$ cat src/tlc_pkg.sv
package tlc_pkg;

    // ======================================================================
    // Direction and phase encodings
    // ======================================================================

    // Fixed service order, N -> E -> S -> W
    typedef enum logic [1:0] {
        DIR_NORTH = 2'd0,
        DIR_EAST  = 2'd1,
        DIR_SOUTH = 2'd2,
        DIR_WEST  = 2'd3
    } dir_t;

    // Three phases per direction
    typedef enum logic [1:0] {
        PH_GREEN   = 2'd0,
        PH_YELLOW  = 2'd1,
        PH_ALL_RED = 2'd2
    } phase_kind_t;

    // One of the twelve phases
    typedef struct packed {
        dir_t        dir;
        phase_kind_t kind;
    } phase_t;

    // Lamp vectors, bit 0 North .. bit 3 West
    typedef struct packed {
        logic [3:0] red;
        logic [3:0] yellow;
        logic [3:0] green;
    } lamps_t;

    // ======================================================================
    // Widths
    // ======================================================================
    localparam int SEC_W   = 8;  // Durations and countdown, seconds
    localparam int COUNT_W = 8;  // Yellow entry counter

    typedef logic [SEC_W-1:0]   secs_t;
    typedef logic [COUNT_W-1:0] count_t;

    // Phase entered from reset
    localparam phase_t RESET_PHASE = '{dir: DIR_NORTH, kind: PH_GREEN};

endpackage
$ cat src/phase_timer_if.sv
`timescale 1ns/1ps

// Four-phase req/ack link between sequencer and phase timer
interface phase_timer_if;

    logic           req;        // Sequencer wants a phase timed
    tlc_pkg::secs_t seconds;    // Length of that phase, stable while req high
    logic           ack;        // Timer done, phase expired
    tlc_pkg::secs_t remaining;  // Live countdown in seconds

    // Sequencer side
    modport ctrl (
        output req,
        output seconds,
        input  ack,
        input  remaining
    );

    // Timer side
    modport timer (
        input  req,
        input  seconds,
        output ack,
        output remaining
    );

endinterface

$ cat src/tlc_top.sv
`timescale 1ns/1ps

module tlc_top #(
    parameter int TICKS_PER_SEC = 100_000_000  // Small value in simulation
) (
    input  logic            clk,
    input  logic            rst,
    input  tlc_pkg::secs_t  n_duration,       // Green lengths, seconds
    input  tlc_pkg::secs_t  e_duration,
    input  tlc_pkg::secs_t  s_duration,
    input  tlc_pkg::secs_t  w_duration,
    input  tlc_pkg::secs_t  yellow_duration,
    input  tlc_pkg::secs_t  red_holding,
    output logic            N_red,
    output logic            N_yellow,
    output logic            N_green,
    output logic            E_red,
    output logic            E_yellow,
    output logic            E_green,
    output logic            S_red,
    output logic            S_yellow,
    output logic            S_green,
    output logic            W_red,
    output logic            W_yellow,
    output logic            W_green,
    output tlc_pkg::secs_t  countdown_sec,      // Seconds left in phase
    output tlc_pkg::dir_t   active_direction,
    output tlc_pkg::count_t yellow_light_count  // Yellow entries, mod 256
);

    tlc_pkg::phase_t phase;
    tlc_pkg::lamps_t lamps;

    phase_timer_if tmr_bus ();

    // ======================================================================
    // Blocks
    // ======================================================================
    tlc_sequencer tlc_sequencer_inst (
        .clk             (clk),
        .rst             (rst),
        .n_duration      (n_duration),
        .e_duration      (e_duration),
        .s_duration      (s_duration),
        .w_duration      (w_duration),
        .yellow_duration (yellow_duration),
        .red_holding     (red_holding),
        .tmr             (tmr_bus),
        .phase           (phase),
        .yellow_count    (yellow_light_count)
    );

    phase_timer #(
        .TICKS_PER_SEC (TICKS_PER_SEC)
    ) phase_timer_inst (
        .clk (clk),
        .rst (rst),
        .tmr (tmr_bus)
    );

    lamp_decoder lamp_decoder_inst (
        .phase            (phase),
        .lamps            (lamps),
        .active_direction (active_direction)
    );

    assign countdown_sec = tmr_bus.remaining;

    // Split lamp vectors, bit 0 North .. bit 3 West
    assign N_red    = lamps.red[0];
    assign N_yellow = lamps.yellow[0];
    assign N_green  = lamps.green[0];
    assign E_red    = lamps.red[1];
    assign E_yellow = lamps.yellow[1];
    assign E_green  = lamps.green[1];
    assign S_red    = lamps.red[2];
    assign S_yellow = lamps.yellow[2];
    assign S_green  = lamps.green[2];
    assign W_red    = lamps.red[3];
    assign W_yellow = lamps.yellow[3];
    assign W_green  = lamps.green[3];

endmodule

$ cat src/lamp_decoder.sv
`timescale 1ns/1ps

module lamp_decoder (
    input  tlc_pkg::phase_t phase,
    output tlc_pkg::lamps_t lamps,
    output tlc_pkg::dir_t   active_direction
);

    // ======================================================================
    // Lamp pattern per phase
    // ======================================================================
    always_comb begin
        // Every direction red by default
        lamps.red    = 4'b1111;
        lamps.yellow = 4'b0000;
        lamps.green  = 4'b0000;

        case (phase.kind)
            tlc_pkg::PH_GREEN: begin
                lamps.red[phase.dir]   = 1'b0;
                lamps.green[phase.dir] = 1'b1;
            end
            tlc_pkg::PH_YELLOW: begin
                lamps.red[phase.dir]    = 1'b0;
                lamps.yellow[phase.dir] = 1'b1;
            end
            default: begin
                // All-red clearance keeps the defaults
            end
        endcase
    end

    // Direction stays active through its all-red phase
    assign active_direction = phase.dir;

endmodule

$ cat src/tlc_sequencer.sv
`timescale 1ns/1ps

module tlc_sequencer (
    input  logic            clk,
    input  logic            rst,
    input  tlc_pkg::secs_t  n_duration,       // Green lengths per direction
    input  tlc_pkg::secs_t  e_duration,
    input  tlc_pkg::secs_t  s_duration,
    input  tlc_pkg::secs_t  w_duration,
    input  tlc_pkg::secs_t  yellow_duration,  // Shared by all directions
    input  tlc_pkg::secs_t  red_holding,      // Shared all-red hold
    phase_timer_if.ctrl     tmr,
    output tlc_pkg::phase_t phase,
    output tlc_pkg::count_t yellow_count
);

    logic            run;        // Set from first clock after reset
    tlc_pkg::phase_t phase_nxt;  // Successor of current phase
    tlc_pkg::phase_t target;     // Phase the next request times
    tlc_pkg::secs_t  dur_sel;
    tlc_pkg::secs_t  seconds_q;

    // ======================================================================
    // Phase order
    // ======================================================================
    function automatic tlc_pkg::phase_t advance(input tlc_pkg::phase_t cur);
        tlc_pkg::phase_t nxt;
        nxt = cur;
        case (cur.kind)
            tlc_pkg::PH_GREEN:  nxt.kind = tlc_pkg::PH_YELLOW;
            tlc_pkg::PH_YELLOW: nxt.kind = tlc_pkg::PH_ALL_RED;
            default: begin
                // All-red done, next direction, West wraps to North
                nxt.kind = tlc_pkg::PH_GREEN;
                nxt.dir  = tlc_pkg::dir_t'(cur.dir + 2'd1);
            end
        endcase
        return nxt;
    endfunction

    assign phase_nxt = advance(phase);

    // On ack the request that follows belongs to the successor
    assign target = tmr.ack ? phase_nxt : phase;

    // Duration lookup for target phase
    always_comb begin
        case (target.kind)
            tlc_pkg::PH_GREEN: begin
                case (target.dir)
                    tlc_pkg::DIR_NORTH: dur_sel = n_duration;
                    tlc_pkg::DIR_EAST:  dur_sel = e_duration;
                    tlc_pkg::DIR_SOUTH: dur_sel = s_duration;
                    default:            dur_sel = w_duration;
                endcase
            end
            tlc_pkg::PH_YELLOW: dur_sel = yellow_duration;
            default:            dur_sel = red_holding;
        endcase
    end

    // ======================================================================
    // Handshake
    // ======================================================================
    // Req drops in the ack cycle and returns as soon as ack is low
    assign tmr.req     = run & ~tmr.ack;
    assign tmr.seconds = seconds_q;

    // Sampled only while req is low, so stable for a whole request
    always_ff @(posedge clk) begin
        if (!tmr.req) begin
            seconds_q <= dur_sel;
        end
    end

    // ======================================================================
    // Phase register and yellow counter
    // ======================================================================
    always_ff @(posedge clk or posedge rst) begin
        if (rst) begin
            run          <= 1'b0;
            phase        <= tlc_pkg::RESET_PHASE;
            yellow_count <= '0;
        end else begin
            run <= 1'b1;
            if (tmr.ack) begin
                phase <= phase_nxt;  // Lamps change on this edge
                if (phase_nxt.kind == tlc_pkg::PH_YELLOW) begin
                    yellow_count <= yellow_count + tlc_pkg::count_t'(1);  // Wraps at 256
                end
            end
        end
    end

endmodule

$ cat src/phase_timer.sv
`timescale 1ns/1ps

module phase_timer #(
    parameter int TICKS_PER_SEC = 100_000_000  // Clock cycles per second
) (
    input  logic        clk,
    input  logic        rst,
    phase_timer_if.timer tmr
);

    // Prescaler needs at least one bit even for one tick per second
    localparam int PRESC_W = (TICKS_PER_SEC > 1) ? $clog2(TICKS_PER_SEC) : 1;
    localparam logic [PRESC_W-1:0] PRESC_LAST = PRESC_W'(TICKS_PER_SEC - 1);

    logic [PRESC_W-1:0] presc;        // Cycle count within current second
    logic               busy;         // Counting a phase
    logic               ack_q;
    tlc_pkg::secs_t     remaining_q;
    logic               latch;        // First cycle of a new request
    logic               sec_tick;     // Prescaler wrap

    // New request only once the previous ack has been retired
    assign latch    = tmr.req & ~busy & ~ack_q;
    assign sec_tick = busy & (presc == PRESC_LAST);

    // ======================================================================
    // Prescaler and seconds countdown
    // ======================================================================
    always_ff @(posedge clk or posedge rst) begin
        if (rst) begin
            presc       <= '0;
            busy        <= 1'b0;
            ack_q       <= 1'b0;
            remaining_q <= '0;
        end else begin
            if (latch) begin
                // Zero length would never expire, run it as one second
                if (tmr.seconds == '0) begin
                    remaining_q <= tlc_pkg::secs_t'(1);
                end else begin
                    remaining_q <= tmr.seconds;
                end
                presc <= '0;
                busy  <= 1'b1;
            end else if (busy) begin
                if (sec_tick) begin
                    presc       <= '0;
                    remaining_q <= remaining_q - tlc_pkg::secs_t'(1);
                    // Last second gone, hand back to sequencer
                    if (remaining_q == tlc_pkg::secs_t'(1)) begin
                        busy  <= 1'b0;
                        ack_q <= 1'b1;
                    end
                end else begin
                    presc <= presc + PRESC_W'(1);
                end
            end else if (ack_q && !tmr.req) begin
                ack_q <= 1'b0;  // Req seen low, close handshake
            end
        end
    end

    assign tmr.ack       = ack_q;
    assign tmr.remaining = remaining_q;  // Holds zero until next latch

endmodule

$ cat config.mk
export PLATFORM = sky130hd
export DESIGN_NAME = tlc_top
export DESIGN_NICKNAME = d
export VERILOG_FILES = /design/src/tlc_pkg.sv /design/src/phase_timer_if.sv /design/src/tlc_top.sv /design/src/lamp_decoder.sv /design/src/tlc_sequencer.sv /design/src/phase_timer.sv
export SDC_FILE = /design/constraint.sdc
export NUM_CORES = 1
export LEC_CHECK = 0
export BUFFER_PORTS_ARGS = -buffer_cell sky130_fd_sc_hd__buf_2
export CAP_MARGIN = 20
export CORE_UTILIZATION = 58
export CTS_BUF_LIST = sky130_fd_sc_hd__clkbuf_4 sky130_fd_sc_hd__clkbuf_8 sky130_fd_sc_hd__clkbuf_16
export CTS_CLUSTER_DIAMETER = 40
export DETAILED_ROUTE_END_ITERATION = 7
export GPL_ROUTABILITY_DRIVEN = 1
export PLACE_DENSITY_LB_ADDON = 0.2
export SLEW_MARGIN = 20
export SYNTH_ARGS = -nofsm -noshare
export SYNTH_HDL_FRONTEND = slang
export SYNTH_SLANG_ARGS = --single-unit
$ cat constraint.sdc
create_clock -name clk -period 4.15 [get_ports clk]
set_input_delay 1.0375 -clock clk [delete_from_list [all_inputs] [get_ports clk]]
set_output_delay 1.0375 -clock clk [all_outputs]
set_load 0.05 [all_outputs]
==> impl_metrics.toml <==
[run_status]
result_of_the_run = "finished, final reports clean"

[yosys]
post_synthesis_area_per_instance_sq_um = 9.75
synth_top_family_by_area = "simple AND/OR/NAND/NOR gates"
share_of_the_yosys_chip_area_belonging_to_registers = 0.433
ys_async_sr_fraction = 0.862
synth-simple-area-share = 0.249
post_synth_xor_area_fraction = 0.0658
ys_ff_latch = 58
number_of_synthesized_flops_with_an_enable_pin = 8
yosys-top-cells-area = "dfrtp_1 (36%), edfxtp_1 (7.0%), mux4_2 (4.6%)"
netlist-cell-type-count = 59
synth.cell_area_sq_um = 3440
synth_compound_gate_area_share = 0.115
yosysWarnings = 0
ys_dominant_reg_cell = "dfrtp_1"
netlist_instances = 353
post-synth-top-area-fraction = 0.363
synth_nets = 411
synthMuxAreaShare = 0.0661
synth_adder_area_share = 0.0291
synthDominantAreaCellType = "dfrtp_1"

[cells_and_area]
area_growth_syn_to_layout_pct = 18.2
fraction_of_layout_instances_using_a_drive_strength_above_1 = 0.288
stdcell_count = 506
layout.cells.most_common_list = "buf_2 (79), dfrtp_1 (50), nand2_1 (40)"
commonest_non_fill_non_tap_cell_in_the_layout = "buf_2"
antenna_cells = 0
fin_nets = 488

[setup_path]
critPathRequiredTime_ns = 3.11
critical_path_arrival_ns = 1.55
crit_path_start_kind = "flop"
worst-path-max-fanout = 5
cp-end-kind = "output port"
critical_path.startpoint = "tlc_sequencer_inst.phase[2]"
worst_path_max_delay_cell = "dfrtp_1"
timing.setup.critical_path_class = "reg -> out"
critPathBufInv = 2
critical_path.max_stage_delay_ns = 0.45
cp_top_family = "flip-flops"
timing.critical_path.cells = "inv_1, ha_1, nand2b_1, nor2_1, buf_2"
regToRegStartpoint = "phase_timer_inst.busy"

[placement]
dp_hpwl_microns = 5750
gpl.final_weighted_congestion = 0.877
placed_cells_incl_taps = 491
portBuffers = 79

[floorplanning]
design.die.area_sq_um = 6250
start_util = 0.614
rows = 27
die_width_microns = 79.1
fp.coreArea_sq_um = 5610
die-height_microns = 79.1
ioPinCount = 80

[cts]
clk_path_buf_depth = 2
cts_root_buf = "clkbuf_8"
holdBufCountCts = 0
clk_pin_slew_worst_paths_ns = 0.06
htreeDepth = 3
postCtsResizedCells = 0
tritoncts.num_buffers = 9
worst_skew_pair.late_latency_ns = 0.35
cts_tree = "built"
cts_post_setup_buffers_inserted = 0
clkSinkCount = 58

[worst_hold_path]
hold_start = "tlc_sequencer_inst.yellow_count[7]"
hp-class = "reg -> reg"

[sta]
worst_pin_slew_ns = 0.850
setup_viol = 0
timing.fmax_ghz = 0.386
drv_slew = 0
hold_viol_final = 0
rsz_0062_raised_after_global_routing = "false"
timing.final.crit_share = 0.625
period_needed_ns = 2.59
worst_clock_skew_ns = 0.00485
setup-tns-final_ns = 0
timing.max_slew.rel_slack = 0.433

[detailed_routing]
drt_iter0_drc = 207
firstDrtPassIters = 4
drt-vias-per-instance = 5.95
drt_drc_violations_left = 0
via_count = 3012
final_antenna_net_count = 0
drt-total-wl_microns = 8050
avgRoutedWirePerCell_microns = 15.9

[pwr]
p_sw_frac = 0.270
seq_power_share = 0.482
power.clock.fraction = 0.385
vdd_drop_max_mv = 0.258
power.leakage_uw = 0.00193
cellInternalPower_uw = 1010
p_total_uw = 1390
share_comb_of_total_power = 0.132
power_density_nw_per_um2 = 340
power_switching_uw = 375

[grt]
grt_start_max_net_pins = 51
first_pass_grt_wire_length_microns = 13600
grt_util_all_layers = 0.284
antenna_found_initial = 0
first_global_vias = 2988
total_congestion_overflow_after_global_routing = 0

[run]
cap_violations = 0
[synthesized netlist by cell type (2+ instances only)]
cell	n
dfrtp_1	50
nand2_1	40
nor2_1	30
inv_1	19
nand3_1	17
xor2_1	17
a31oi_1	14
o21ai_0	13
nor3_1	10
a21oi_1	9
and3_1	9
edfxtp_1	8
ha_1	8
nand4_1	8
and4_1	7
clkbuf_1	7
mux4_2	7
xnor2_1	7
o22ai_1	5
or3_1	5
nand2b_1	4
nor4_1	4
buf_4	3
nand2_2	3
o21a_1	3
a211oi_1	2
a21oi_2	2
a22o_1	2
buf_2	2
clkinv_1	2
nand4_2	2
nor2b_1	2
nor3b_1	2
nor4_2	2
nor4b_2	2
o211ai_1	2
or4_1	2
[cell families (layout without fill, tap and decap cells)]
group	count (synthesis)	in the layout
other cells	1	1
fa+ha+maj	8	8
compound gates	61	61
xor+xnor	25	25
simple gates	155	155
mux	11	11
buf+inv	34	115
flops	58	58
[routing by layer]
metal / track usage / vias to the layer above / wire [microns]
met1: 0.337 / 1438 / 3410
met2: 0.474 / 119 / 4000
met5: 0 / - / 0
li1: - / 1432 / -
met3: 0.0759 / 23 / 453
met4: 0.145 / 0 / 188
[flip-flops by register name, summed over array words and instances, names as in the netlist]
signal	cells
phase_timer_inst.presc	27
phase_timer_inst.tmr.remaining	8
tlc_sequencer_inst.tmr.seconds	8
tlc_sequencer_inst.yellow_count	8
tlc_sequencer_inst.phase	4
phase_timer_inst.busy	1
phase_timer_inst.tmr.ack	1
tlc_sequencer_inst.run	1
[area by class of cell]
class,instances,area [sq um]
clock buffers,12,159
repair buffers,79,395
inverters,21,80.1
clock inverters,3,40.0
flip-flops and latches,58,1490
multi-input cells,261,1810
well taps,72,90.1
fillers,425,1540
[worst reg2reg max path, cell delays in order (launching register included)]
cell,delay [ns]
dfrtp_1,0.72
clkinv_1,0.57
a211oi_2,0.63
nand4_1,0.19
xor2_1,0.18
nor2_1,0.05
[power groups by stage]
| stage | Clock [uW] | Sequential (uW) | Combinational (uW) |
|---|---|---|---|
| after detailed placement | 0 | 678 | 183 |
| final | 534 | 668 | 183 |
| after global routing | 563 | 676 | 206 |
| after floorplan | 0 | 695 | 101 |
| after global placement | 0 | 677 | 178 |
| after CTS | 543 | 667 | 185 |
[per-stage QoR]
step                      hold slack, ns  instance area [sq um]  worst slack (ns)   util
after floorplan                    0.463                   3440              1.36      -
after global placement             0.457                   3870              1.80  0.689
after detailed placement           0.461                   3870              1.70  0.689
after CTS                          0.474                   4070              1.55  0.725
after global routing               0.501                   4070              1.44  0.726
final                              0.472                   4070              1.56  0.726
[final timing paths]
path / end / slack, ns / depth (start not counted)
hold / removal: tlc_sequencer_inst.yellow_count[7] / 0.47 / 1
max in group asynchronous: phase_timer_inst.tmr.remaining[0] / 2.81 / 2
hold reg to reg: tlc_sequencer_inst.yellow_count[7] / 0.47 / 1
setup reg to reg: phase_timer_inst.presc[15] / 1.67 / 5
setup / recovery: S_yellow / 1.56 / 5
min in group asynchronous: tlc_sequencer_inst.yellow_count[6] / 0.82 / 2
Power figures use the tool's default switching activity.
